--- src/rtl/mips_isa_pkg.sv ---
`default_nettype none

package mips_isa_pkg;

    localparam int WORD_W = 32;

    // instruction field positions
    localparam int OPCODE_LSB = 26;
    localparam int RS_LSB     = 21;
    localparam int RT_LSB     = 16;
    localparam int RD_LSB     = 11;
    localparam int FUNCT_LSB  = 0;
    localparam int IMM_LSB    = 0;

    typedef logic [WORD_W-1:0] word_t;
    typedef logic [WORD_W-1:0] addr_t;

    // primary opcode, bits 31:26
    typedef enum logic [5:0] {
        OP_SPECIAL = 6'h00,
        OP_BEQ     = 6'h04,
        OP_BNE     = 6'h05,
        OP_ADDIU   = 6'h09,
        OP_ORI     = 6'h0d,
        OP_LUI     = 6'h0f,
        OP_LW      = 6'h23,
        OP_SW      = 6'h2b
    } opcode_e;

    // funct field of SPECIAL
    typedef enum logic [5:0] {
        FN_ADDU = 6'h21,
        FN_SUBU = 6'h23,
        FN_AND  = 6'h24,
        FN_OR   = 6'h25,
        FN_XOR  = 6'h26,
        FN_SLT  = 6'h2a
    } funct_e;

endpackage

`default_nettype wire

--- src/rtl/pipe_ctrl_pkg.sv ---
`default_nettype none

package pipe_ctrl_pkg;

    typedef logic [4:0] reg_addr_t;

    typedef enum logic [2:0] {
        ALU_ADD,
        ALU_SUB,
        ALU_AND,
        ALU_OR,
        ALU_XOR,
        ALU_SLT,    // signed
        ALU_PASS_B,
        ALU_NOP
    } alu_op_e;

    typedef enum logic [1:0] {
        MEM_NONE,
        MEM_LOAD,
        MEM_STORE
    } mem_op_e;

    // one hold bit per stage register
    typedef logic [3:0] stall_t;

    localparam int STALL_PC    = 0;
    localparam int STALL_IFID  = 1;
    localparam int STALL_IDEX  = 2;
    localparam int STALL_EXMEM = 3;

endpackage

`default_nettype wire

--- src/rtl/fetch_unit.sv ---
`timescale 1ns/1ps
`default_nettype none

module fetch_unit #(
    parameter mips_isa_pkg::addr_t RESET_PC = '0
) (
    input  wire logic                 clk_i,
    input  wire logic                 rst_n_i,
    input  wire pipe_ctrl_pkg::stall_t stall_i,
    input  wire logic                 branch_taken_i,
    input  wire mips_isa_pkg::addr_t  branch_target_i,
    input  wire mips_isa_pkg::word_t  inst_i,
    output mips_isa_pkg::addr_t       pc_o,
    output logic                      ce_o,
    output mips_isa_pkg::addr_t       id_pc_o,
    output mips_isa_pkg::word_t       id_inst_o
);
    import mips_isa_pkg::*;
    import pipe_ctrl_pkg::*;

    addr_t pc_q;
    logic  ce_q;
    addr_t id_pc_q;
    word_t id_inst_q;

    always_ff @(posedge clk_i or negedge rst_n_i) begin
        if (!rst_n_i) begin
            ce_q <= 1'b0;
            pc_q <= RESET_PC;
        end else begin
            ce_q <= 1'b1; // fetch starts one cycle after release
            if (ce_q && !stall_i[STALL_PC]) begin
                pc_q <= branch_taken_i ? branch_target_i : pc_q + 32'd4;
            end
        end
    end

    // IF/ID, all-zero word decodes as a no-op
    always_ff @(posedge clk_i or negedge rst_n_i) begin
        if (!rst_n_i) begin
            id_pc_q   <= '0;
            id_inst_q <= '0;
        end else if (!stall_i[STALL_IFID]) begin
            id_pc_q   <= pc_q;
            id_inst_q <= ce_q ? inst_i : '0;
        end
    end

    assign pc_o      = pc_q;
    assign ce_o      = ce_q;
    assign id_pc_o   = id_pc_q;
    assign id_inst_o = id_inst_q;

    // branch offsets are word shifted, so redirects stay aligned
    a_pc_aligned: assert property (@(posedge clk_i) disable iff (!rst_n_i)
        pc_q[1:0] == 2'b00);

endmodule

`default_nettype wire

--- src/rtl/decode_unit.sv ---
`timescale 1ns/1ps
`default_nettype none

module decode_unit (
    input  wire mips_isa_pkg::addr_t     pc_i,
    input  wire mips_isa_pkg::word_t     inst_i,
    input  wire mips_isa_pkg::word_t     rdata1_i,
    input  wire mips_isa_pkg::word_t     rdata2_i,
    input  wire pipe_ctrl_pkg::reg_addr_t ex_waddr_i,
    input  wire pipe_ctrl_pkg::mem_op_e  ex_mem_op_i,
    output pipe_ctrl_pkg::reg_addr_t     raddr1_o,
    output pipe_ctrl_pkg::reg_addr_t     raddr2_o,
    output logic                         re1_o,
    output logic                         re2_o,
    output pipe_ctrl_pkg::alu_op_e       alu_op_o,
    output mips_isa_pkg::word_t          op1_o,
    output mips_isa_pkg::word_t          op2_o,
    output mips_isa_pkg::word_t          store_data_o,
    output pipe_ctrl_pkg::reg_addr_t     waddr_o,
    output logic                         wreg_o,
    output pipe_ctrl_pkg::mem_op_e       mem_op_o,
    output logic                         branch_taken_o,
    output mips_isa_pkg::addr_t          branch_target_o,
    output pipe_ctrl_pkg::stall_t        stall_o
);
    import mips_isa_pkg::*;
    import pipe_ctrl_pkg::*;

    opcode_e     opcode;
    funct_e      funct;
    reg_addr_t   rs, rt, rd;
    logic [15:0] imm16;
    word_t       imm;
    logic        use_imm;
    logic        is_beq, is_bne;
    logic        load_use;

    assign opcode = opcode_e'(inst_i[OPCODE_LSB +: 6]);
    assign funct  = funct_e'(inst_i[FUNCT_LSB +: 6]);
    assign rs     = inst_i[RS_LSB +: 5];
    assign rt     = inst_i[RT_LSB +: 5];
    assign rd     = inst_i[RD_LSB +: 5];
    assign imm16  = inst_i[IMM_LSB +: 16];

    always_comb begin
        alu_op_o = ALU_NOP;
        mem_op_o = MEM_NONE;
        re1_o    = 1'b0;
        re2_o    = 1'b0;
        wreg_o   = 1'b0;
        waddr_o  = rt;
        use_imm  = 1'b1;
        imm      = {{16{imm16[15]}}, imm16}; // sign extended by default
        is_beq   = 1'b0;
        is_bne   = 1'b0;
        case (opcode)
            OP_SPECIAL: begin
                re1_o   = 1'b1;
                re2_o   = 1'b1;
                wreg_o  = 1'b1;
                waddr_o = rd;
                use_imm = 1'b0;
                case (funct)
                    FN_ADDU: alu_op_o = ALU_ADD;
                    FN_SUBU: alu_op_o = ALU_SUB;
                    FN_AND:  alu_op_o = ALU_AND;
                    FN_OR:   alu_op_o = ALU_OR;
                    FN_XOR:  alu_op_o = ALU_XOR;
                    FN_SLT:  alu_op_o = ALU_SLT;
                    default: wreg_o = 1'b0; // unsupported, e.g. sll nop
                endcase
            end
            OP_ADDIU: begin
                re1_o    = 1'b1;
                wreg_o   = 1'b1;
                alu_op_o = ALU_ADD;
            end
            OP_ORI: begin
                re1_o    = 1'b1;
                wreg_o   = 1'b1;
                alu_op_o = ALU_OR;
                imm      = {16'h0000, imm16};
            end
            OP_LUI: begin
                wreg_o   = 1'b1;
                alu_op_o = ALU_PASS_B;
                imm      = {imm16, 16'h0000};
            end
            OP_LW: begin
                re1_o    = 1'b1;
                wreg_o   = 1'b1;
                alu_op_o = ALU_ADD;
                mem_op_o = MEM_LOAD;
            end
            OP_SW: begin
                re1_o    = 1'b1;
                re2_o    = 1'b1;
                alu_op_o = ALU_ADD; // address = base + offset
                mem_op_o = MEM_STORE;
            end
            OP_BEQ, OP_BNE: begin
                re1_o  = 1'b1;
                re2_o  = 1'b1;
                is_beq = (opcode == OP_BEQ);
                is_bne = (opcode == OP_BNE);
            end
            default: ;
        endcase
        if (!wreg_o) begin
            waddr_o = '0;
        end
    end

    assign raddr1_o     = rs;
    assign raddr2_o     = rt;
    assign op1_o        = rdata1_i;
    assign op2_o        = use_imm ? imm : rdata2_i;
    assign store_data_o = rdata2_i;

    // load in EX feeding a source read here
    assign load_use = (ex_mem_op_i == MEM_LOAD) && (ex_waddr_i != '0) &&
                      ((re1_o && raddr1_o == ex_waddr_i) || (re2_o && raddr2_o == ex_waddr_i));

    always_comb begin
        stall_o              = '0;
        stall_o[STALL_PC]    = load_use;
        stall_o[STALL_IFID]  = load_use;
        stall_o[STALL_IDEX]  = load_use;
    end

    // operands are stale while stalled, so no redirect then
    assign branch_taken_o  = !load_use &&
                             ((is_beq && rdata1_i == rdata2_i) || (is_bne && rdata1_i != rdata2_i));
    assign branch_target_o = pc_i + 32'd4 + {{14{imm16[15]}}, imm16, 2'b00};

endmodule

`default_nettype wire

--- src/rtl/regfile.sv ---
`timescale 1ns/1ps
`default_nettype none

module regfile (
    input  wire logic                     clk_i,
    input  wire logic                     rst_n_i,
    input  wire logic                     we_i,
    input  wire pipe_ctrl_pkg::reg_addr_t waddr_i,
    input  wire mips_isa_pkg::word_t      wdata_i,
    input  wire logic                     ex_we_i,
    input  wire pipe_ctrl_pkg::reg_addr_t ex_waddr_i,
    input  wire mips_isa_pkg::word_t      ex_wdata_i,
    input  wire logic                     mem_we_i,
    input  wire pipe_ctrl_pkg::reg_addr_t mem_waddr_i,
    input  wire mips_isa_pkg::word_t      mem_wdata_i,
    input  wire logic                     re1_i,
    input  wire pipe_ctrl_pkg::reg_addr_t raddr1_i,
    input  wire logic                     re2_i,
    input  wire pipe_ctrl_pkg::reg_addr_t raddr2_i,
    output mips_isa_pkg::word_t           rdata1_o,
    output mips_isa_pkg::word_t           rdata2_o
);
    import mips_isa_pkg::*;
    import pipe_ctrl_pkg::*;

    word_t regs [1:31]; // r0 is not stored

    always_ff @(posedge clk_i or negedge rst_n_i) begin
        if (!rst_n_i) begin
            for (int i = 1; i < 32; i++) begin
                regs[i] <= '0;
            end
        end else if (we_i && waddr_i != '0) begin
            regs[waddr_i] <= wdata_i;
        end
    end

    // youngest result wins
    function automatic word_t read_port(input logic re, input reg_addr_t addr);
        if (!re || addr == '0)                      return '0;
        else if (ex_we_i && ex_waddr_i == addr)     return ex_wdata_i;
        else if (mem_we_i && mem_waddr_i == addr)   return mem_wdata_i;
        else if (we_i && waddr_i == addr)           return wdata_i; // write-first
        else                                        return regs[addr];
    endfunction

    always_comb rdata1_o = read_port(re1_i, raddr1_i);
    always_comb rdata2_o = read_port(re2_i, raddr2_i);

endmodule

`default_nettype wire

--- src/rtl/execute_unit.sv ---
`timescale 1ns/1ps
`default_nettype none

module execute_unit (
    input  wire logic                     clk_i,
    input  wire logic                     rst_n_i,
    input  wire pipe_ctrl_pkg::stall_t    stall_i,
    input  wire pipe_ctrl_pkg::alu_op_e   alu_op_i,
    input  wire mips_isa_pkg::word_t      op1_i,
    input  wire mips_isa_pkg::word_t      op2_i,
    input  wire mips_isa_pkg::word_t      store_data_i,
    input  wire pipe_ctrl_pkg::reg_addr_t waddr_i,
    input  wire logic                     wreg_i,
    input  wire pipe_ctrl_pkg::mem_op_e   mem_op_i,
    output pipe_ctrl_pkg::reg_addr_t      ex_waddr_o,
    output logic                          ex_wreg_o,
    output mips_isa_pkg::word_t           ex_result_o,
    output pipe_ctrl_pkg::mem_op_e        ex_mem_op_o,
    output mips_isa_pkg::word_t           mem_alu_res_o,
    output mips_isa_pkg::word_t           mem_store_data_o,
    output pipe_ctrl_pkg::reg_addr_t      mem_waddr_o,
    output logic                          mem_wreg_o,
    output pipe_ctrl_pkg::mem_op_e        mem_op_o
);
    import mips_isa_pkg::*;
    import pipe_ctrl_pkg::*;

    alu_op_e   ex_alu_op_q;
    mem_op_e   ex_mem_op_q;
    reg_addr_t ex_waddr_q;
    logic      ex_wreg_q;
    word_t     ex_op1_q, ex_op2_q, ex_store_q;
    word_t     alu_res;

    // ID/EX control
    always_ff @(posedge clk_i or negedge rst_n_i) begin
        if (!rst_n_i) begin
            ex_alu_op_q <= ALU_NOP;
            ex_mem_op_q <= MEM_NONE;
            ex_waddr_q  <= '0;
            ex_wreg_q   <= 1'b0;
        end else if (stall_i[STALL_IDEX] && !stall_i[STALL_EXMEM]) begin
            ex_alu_op_q <= ALU_NOP; // bubble
            ex_mem_op_q <= MEM_NONE;
            ex_waddr_q  <= '0;
            ex_wreg_q   <= 1'b0;
        end else if (!stall_i[STALL_IDEX]) begin
            ex_alu_op_q <= alu_op_i;
            ex_mem_op_q <= mem_op_i;
            ex_waddr_q  <= waddr_i;
            ex_wreg_q   <= wreg_i;
        end
    end

    always_ff @(posedge clk_i) begin
        if (!stall_i[STALL_EXMEM]) begin
            ex_op1_q   <= op1_i;
            ex_op2_q   <= op2_i;
            ex_store_q <= store_data_i;
        end
    end

    always_comb begin
        case (ex_alu_op_q)
            ALU_ADD:    alu_res = ex_op1_q + ex_op2_q;
            ALU_SUB:    alu_res = ex_op1_q - ex_op2_q;
            ALU_AND:    alu_res = ex_op1_q & ex_op2_q;
            ALU_OR:     alu_res = ex_op1_q | ex_op2_q;
            ALU_XOR:    alu_res = ex_op1_q ^ ex_op2_q;
            ALU_SLT:    alu_res = {{(WORD_W-1){1'b0}}, $signed(ex_op1_q) < $signed(ex_op2_q)};
            ALU_PASS_B: alu_res = ex_op2_q;
            default:    alu_res = '0;
        endcase
    end

    assign ex_waddr_o  = ex_waddr_q;
    assign ex_wreg_o   = ex_wreg_q && (ex_mem_op_q != MEM_LOAD); // load data comes in MEM
    assign ex_result_o = alu_res;
    assign ex_mem_op_o = ex_mem_op_q;

    // EX/MEM
    always_ff @(posedge clk_i or negedge rst_n_i) begin
        if (!rst_n_i) begin
            mem_waddr_o <= '0;
            mem_wreg_o  <= 1'b0;
            mem_op_o    <= MEM_NONE;
        end else if (!stall_i[STALL_EXMEM]) begin
            mem_waddr_o <= ex_waddr_q;
            mem_wreg_o  <= ex_wreg_q;
            mem_op_o    <= ex_mem_op_q;
        end
    end

    always_ff @(posedge clk_i) begin
        if (!stall_i[STALL_EXMEM]) begin
            mem_alu_res_o    <= alu_res;
            mem_store_data_o <= ex_store_q;
        end
    end

    // the bubble taken here removes the load from EX, so decode cannot repeat it
    a_stall_single: assert property (@(posedge clk_i) disable iff (!rst_n_i)
        stall_i[STALL_IDEX] |=> !stall_i[STALL_IDEX]);

endmodule

`default_nettype wire

--- src/rtl/mem_wb_unit.sv ---
`timescale 1ns/1ps
`default_nettype none

module mem_wb_unit (
    input  wire logic                     clk_i,
    input  wire logic                     rst_n_i,
    input  wire mips_isa_pkg::word_t      alu_res_i,
    input  wire mips_isa_pkg::word_t      store_data_i,
    input  wire pipe_ctrl_pkg::reg_addr_t waddr_i,
    input  wire logic                     wreg_i,
    input  wire pipe_ctrl_pkg::mem_op_e   mem_op_i,
    input  wire mips_isa_pkg::word_t      ram_data_i,
    output logic                          ram_ce_o,
    output logic                          ram_we_o,
    output mips_isa_pkg::addr_t           ram_addr_o,
    output mips_isa_pkg::word_t           ram_wdata_o,
    output mips_isa_pkg::word_t           mem_wdata_o,
    output logic                          mem_wreg_o,
    output logic                          wb_we_o,
    output pipe_ctrl_pkg::reg_addr_t      wb_waddr_o,
    output mips_isa_pkg::word_t           wb_wdata_o
);
    import mips_isa_pkg::*;
    import pipe_ctrl_pkg::*;

    // word access at the ALU address
    assign ram_ce_o    = (mem_op_i != MEM_NONE);
    assign ram_we_o    = (mem_op_i == MEM_STORE);
    assign ram_addr_o  = alu_res_i;
    assign ram_wdata_o = store_data_i;

    assign mem_wdata_o = (mem_op_i == MEM_LOAD) ? ram_data_i : alu_res_i;
    assign mem_wreg_o  = wreg_i;

    // MEM/WB
    always_ff @(posedge clk_i or negedge rst_n_i) begin
        if (!rst_n_i) begin
            wb_we_o    <= 1'b0;
            wb_waddr_o <= '0;
        end else begin
            wb_we_o    <= wreg_i;
            wb_waddr_o <= waddr_i;
        end
    end

    always_ff @(posedge clk_i) begin
        wb_wdata_o <= mem_wdata_o;
    end

    // full-word stores only, no byte lanes
    a_we_has_ce: assert property (@(posedge clk_i) disable iff (!rst_n_i)
        ram_we_o |-> ram_ce_o && ram_addr_o[1:0] == 2'b00);

endmodule

`default_nettype wire

--- src/rtl/mini_mips.sv ---
`timescale 1ns/1ps
`default_nettype none

module mini_mips #(
    parameter mips_isa_pkg::addr_t RESET_PC = '0
) (
    input  wire logic                clk_i,
    input  wire logic                rst_n_i,
    input  wire mips_isa_pkg::word_t rom_data_i,
    input  wire mips_isa_pkg::word_t ram_data_i,
    output logic                     rom_ce_o,
    output mips_isa_pkg::addr_t      rom_addr_o,
    output logic                     ram_ce_o,
    output logic                     ram_we_o,
    output mips_isa_pkg::addr_t      ram_addr_o,
    output mips_isa_pkg::word_t      ram_wdata_o
);
    import mips_isa_pkg::*;
    import pipe_ctrl_pkg::*;

    stall_t    stall;
    logic      branch_taken;
    addr_t     branch_target;
    addr_t     id_pc;
    word_t     id_inst;

    // decode to regfile
    reg_addr_t raddr1, raddr2;
    logic      re1, re2;
    word_t     rdata1, rdata2;

    // decode to execute
    alu_op_e   id_alu_op;
    word_t     id_op1, id_op2, id_store_data;
    reg_addr_t id_waddr;
    logic      id_wreg;
    mem_op_e   id_mem_op;

    // EX results, bypass and hazard
    reg_addr_t ex_waddr;
    logic      ex_wreg;
    word_t     ex_result;
    mem_op_e   ex_mem_op;

    // EX/MEM
    word_t     mem_alu_res, mem_store_data, mem_wdata;
    reg_addr_t mem_waddr;
    logic      mem_wreg;
    logic      mem_byp_we;
    mem_op_e   mem_op;

    logic      wb_we;
    reg_addr_t wb_waddr;
    word_t     wb_wdata;

    fetch_unit #(
        .RESET_PC(RESET_PC)
    ) u_fetch (
        .clk_i(clk_i), .rst_n_i(rst_n_i), .stall_i(stall),
        .branch_taken_i(branch_taken), .branch_target_i(branch_target),
        .inst_i(rom_data_i), .pc_o(rom_addr_o), .ce_o(rom_ce_o),
        .id_pc_o(id_pc), .id_inst_o(id_inst)
    );

    decode_unit u_decode (
        .pc_i(id_pc), .inst_i(id_inst), .rdata1_i(rdata1), .rdata2_i(rdata2),
        .ex_waddr_i(ex_waddr), .ex_mem_op_i(ex_mem_op),
        .raddr1_o(raddr1), .raddr2_o(raddr2), .re1_o(re1), .re2_o(re2),
        .alu_op_o(id_alu_op), .op1_o(id_op1), .op2_o(id_op2), .store_data_o(id_store_data),
        .waddr_o(id_waddr), .wreg_o(id_wreg), .mem_op_o(id_mem_op),
        .branch_taken_o(branch_taken), .branch_target_o(branch_target), .stall_o(stall)
    );

    regfile u_regfile (
        .clk_i(clk_i), .rst_n_i(rst_n_i),
        .we_i(wb_we), .waddr_i(wb_waddr), .wdata_i(wb_wdata),
        .ex_we_i(ex_wreg), .ex_waddr_i(ex_waddr), .ex_wdata_i(ex_result),
        .mem_we_i(mem_byp_we), .mem_waddr_i(mem_waddr), .mem_wdata_i(mem_wdata),
        .re1_i(re1), .raddr1_i(raddr1), .re2_i(re2), .raddr2_i(raddr2),
        .rdata1_o(rdata1), .rdata2_o(rdata2)
    );

    execute_unit u_execute (
        .clk_i(clk_i), .rst_n_i(rst_n_i), .stall_i(stall),
        .alu_op_i(id_alu_op), .op1_i(id_op1), .op2_i(id_op2), .store_data_i(id_store_data),
        .waddr_i(id_waddr), .wreg_i(id_wreg), .mem_op_i(id_mem_op),
        .ex_waddr_o(ex_waddr), .ex_wreg_o(ex_wreg), .ex_result_o(ex_result),
        .ex_mem_op_o(ex_mem_op), .mem_alu_res_o(mem_alu_res),
        .mem_store_data_o(mem_store_data), .mem_waddr_o(mem_waddr),
        .mem_wreg_o(mem_wreg), .mem_op_o(mem_op)
    );

    mem_wb_unit u_mem_wb (
        .clk_i(clk_i), .rst_n_i(rst_n_i),
        .alu_res_i(mem_alu_res), .store_data_i(mem_store_data), .waddr_i(mem_waddr),
        .wreg_i(mem_wreg), .mem_op_i(mem_op), .ram_data_i(ram_data_i),
        .ram_ce_o(ram_ce_o), .ram_we_o(ram_we_o), .ram_addr_o(ram_addr_o),
        .ram_wdata_o(ram_wdata_o), .mem_wdata_o(mem_wdata), .mem_wreg_o(mem_byp_we),
        .wb_we_o(wb_we), .wb_waddr_o(wb_waddr), .wb_wdata_o(wb_wdata)
    );

endmodule

`default_nettype wire

--- config.mk ---
export PLATFORM = sky130hd
export DESIGN_NAME = mini_mips
export DESIGN_NICKNAME = d
export VERILOG_FILES = /design/src/rtl/mips_isa_pkg.sv /design/src/rtl/pipe_ctrl_pkg.sv /design/src/rtl/fetch_unit.sv /design/src/rtl/decode_unit.sv /design/src/rtl/regfile.sv /design/src/rtl/execute_unit.sv /design/src/rtl/mem_wb_unit.sv /design/src/rtl/mini_mips.sv
export SDC_FILE = /design/constraint.sdc
export NUM_CORES = 2
export LEC_CHECK = 0
export ABC_AREA = 0
export ABC_CLOCK_PERIOD_IN_PS = 8800
export BUFFER_PORTS_ARGS = -buffer_cell sky130_fd_sc_hd__buf_4
export CAP_MARGIN = 0
export CORE_AREA = 3 3 503 256
export CTS_BUF_LIST = sky130_fd_sc_hd__clkbuf_4 sky130_fd_sc_hd__clkbuf_8
export CTS_CLUSTER_DIAMETER = 40
export DETAILED_ROUTE_END_ITERATION = 10
export DIE_AREA = 0 0 506 259
export PLACE_DENSITY_LB_ADDON = 0.1
export SLEW_MARGIN = 20
export SYNTH_ARGS = -nofsm -noshare
export SYNTH_HDL_FRONTEND = slang
export SYNTH_SLANG_ARGS = --single-unit
--- constraint.sdc ---
create_clock -name clk_i -period 8.8 [get_ports clk_i]
set_clock_uncertainty 0.05 [all_clocks]
set_input_delay 0.88 -clock clk_i [delete_from_list [all_inputs] [get_ports clk_i]]
set_output_delay 0.88 -clock clk_i [all_outputs]
set_load 0.005 [all_outputs]
==> results.yml <==
global_routing:
  antenna_found_initial: 14
  grt_max_degree: 165
  grt-ovfl-total: 0
  grt_pass1_vias: 55406
  grt_pass1_wl_um: 409000
  grtUsageTotal_pct: 43.1
drt:
  vias: 59292
  dr.pass1.iters: 10
  detail_route.vias_per_cell: 7.35
  totalWireLength_um: 287000
  drt_iter0_drc: 9328
  drc: 0
  ant_nets: 0
  wl_per_cell_um: 35.5
cts:
  post_cts_resized: 0
  h-tree-depth: 4
  root_buffer: "clkbuf_8"
  hold_buffers: 1
  cts_num_sinks: 1306
  clock_latency_ps: 960
  clk_path_buf_depth: 3
  cts_tree: "yes"
  post_cts.repair.setup_buffers: 0
  clkSlewWorstSetupHoldPaths_ps: 70
  cts_buffers: 189
status:
  outcome: "finished, final reports clean"
power:
  p_comb_share_pct: 16.0
  p_int_w: 0.00986
  ir_worst_vdd_v: 0.000128
  seqPwrFrac_pct: 45.2
  p_leak_nw: 37.0
  clock_power_share_pct: 38.7
  power_density_nw_per_um2: 176
  total_power_w: 0.0143
  switching_share_pct: 31.2
  p_switching_w: 0.00448
logic_synthesis:
  ys_ff_latch: 1306
  synth-compound-area-share_pct: 9.43
  synth.most_common_cell: "dfrtp_1"
  avgSynthCellArea_sq_um: 12.0
  netlist.area_leader.share_pct: 37.3
  ys.flop_type: "dfrtp_1"
  synth_mux_area_share_pct: 32.5
  synth_top_family_by_area: "multiplexers"
  synth_cells: 6187
  syn_area_sq_um: 74500
  synth_xor_area_share_pct: 0.986
  synth_common_cells: "dfrtp_1 (1,111), mux2_2 (1,052), nand2_1 (463)"
  async_flop_share_pct: 85.3
  yosysWarningCount: 0
  netlist.top_cell.by_area: "dfrtp_1"
  ys_seq_area_share_pct: 42.6
  synth_edf_count: 0
  synth_fa_ha_area_share_pct: 2.78
  synth_area_leaders: "dfrtp_1 (37%), mux2_2 (16%), mux4_2 (14%)"
  yosys.area_share.simple_pct: 7.45
  synth_fp_nets: 6417
  synth.distinct_cells: 105
floorplan:
  core_area_sq_um: 125000
  initial_utilization_pct: 59.6
  ioPinCount: 165
  rows: 92
  fp.dieArea_sq_um: 131000
  chipHeight_um: 259
  die_w_um: 506
timing:
  finalHoldViolations: 0
  finalSetupViolCount: 0
  setup_tns_ps: 0
  tightest_slew_ps: 1350
  rsz0062_at_grt: "false"
  fin_crit_sh_pct: 85.2
  slew_headroom_pct: 9.29
  drv_slew: 0
  hold_slack_ps: 130
  fin_crit_ps: 7500
  max_freq_mhz: 133
run:
  drv_cap: 0
setup_path:
  end_kind: "flop"
  worstPathRequired_ps: 9540
  worstSetupPathType: "flop to flop"
  cp_max_fo: 31
  crit_arrival_ps: 8240
  start_kind: "flop"
placed_design:
  post_dp_cell_area_sq_um: 77300
  routabilityCongestion: 1.10
  dp_hpwl_um: 196000
  portBuffers: 164
layout:
  fin_nets: 6432
  drive_above_1_share_pct: 36.9
  synthToLayoutAreaGrowth_pct: 9.53
  design_area_sq_um: 81600
hold_path:
  worstHoldPathType: "primary input to flop"
==> state kept, by name, summed over array words and instances (netlist names) <==
name,flops
u_execute.ex_alu_op_q,3
u_execute.ex_mem_op_o,2
u_execute.ex_op1_q,32
u_execute.ex_op2_q,32
u_execute.ex_store_q,32
u_execute.ex_waddr_o,5
u_execute.ex_wreg_q,1
u_execute.mem_alu_res_o,32
u_execute.mem_op_o,2
u_execute.mem_store_data_o,32
u_execute.mem_waddr_o,5
u_execute.mem_wreg_o,1
u_fetch.ce_o,1
u_fetch.id_inst_o,32
u_fetch.id_pc_o,32
u_fetch.pc_o,32
u_mem_wb.wb_waddr_o,5
u_mem_wb.wb_wdata_o,32
u_mem_wb.wb_we_o,1
u_regfile.regs,992
==> metal layers <==
metal	vias to the layer above	GRT usage [%]	part of all wire [%]
met5	-	2.74	0.19
met4	19	15.4	4.0
met3	688	22.3	17
met2	4822	52.7	37
met1	30429	63.7	41
li1	23334	-	-
==> placed cells by master, fill, tap and decap left out, drive strengths merged, types with 40 or more instances in the layout <==
cell,n
a21oi,213
nor2,216
nand3,154
dfxtp,192
mux4,452
ha,161
mux2i,222
clkbuf,293
a211oi,47
o211ai,50
dfrtp,1111
xnor2,59
nand2,463
nor2b,40
mux2,1052
o22ai,69
nor3,85
buf,367
o21ai,210
inv,156
==> worst max-delay path, cell delays in order (launching register included) <==
cell and delay, ps:
dfrtp_1 510, or3_4 460, o32ai_2 830, o21ai_1 670, nor2_1 1040, o21ai_1 260, a211oi_1 290, o22ai_1 90
nor4_1 530, nand3_1 240, and4bb_1 440, nand4_1 160, o211a_1 360, nor2_4 680, buf_4 370, mux2i_1 240
a2bb2oi_1 100
==> kinds of logic after synthesis <==
kind of cell | after synthesis
compound gates | 1025
xor+xnor | 83
mux | 1726
fa+ha+maj | 164
buf+inv | 693
other cells | 1
simple gates | 1189
flops | 1306
==> final cells by class <==
cell class	count	area (sq um)
Fill cell	9563	43400
Multi-Input combinational cell	4188	39900
Sequential cell	1306	31800
Clock buffer	293	3690
Timing Repair Buffer	368	2950
Tap cell	1692	2120
Clock inverter	56	584
Inverter	149	559
Antenna cell	19	47.5
==> through the flow <==
step                      setup slack (ps)  utilization, %  cells
final                                 1300            65.3   8071
after global routing                  1330            65.2   8053
after CTS                             1910            65.2   8052
after detailed placement              1910            61.8   7702
after global placement                1960            61.8   7701
after floorplan                       4210               -   6187
==> worst paths after layout <==
path / from / end / slack, ps / cells after the start
min in group asynchronous: rst_n_i / u_fetch.ce_o / 510 / 2
max in group asynchronous: rst_n_i / u_regfile.regs[547] / 5940 / 4
min: rom_data_i[31] / u_fetch.id_inst_o[31] / 130 / 3
max reg2reg: u_fetch.id_inst_o[29] / u_fetch.pc_o[26] / 1300 / 16
max: u_fetch.id_inst_o[29] / u_fetch.pc_o[26] / 1300 / 16
min reg2reg: u_execute.ex_store_q[22] / u_execute.mem_store_data_o[22] / 280 / 0
==> power by group through the flow <==
stage | registers (W) | clock network [W] | logic, W
2_1_floorplan | 0.00641 | 0 | 0.00140
3_3_place_gp | 0.00657 | 0 | 0.00219
3_5_place_dp | 0.00658 | 0 | 0.00221
4_1_cts | 0.00647 | 0.00557 | 0.00222
5_1_grt | 0.00650 | 0.00584 | 0.00243
6_report | 0.00649 | 0.00555 | 0.00230
(Power assumes the default switching activity.)
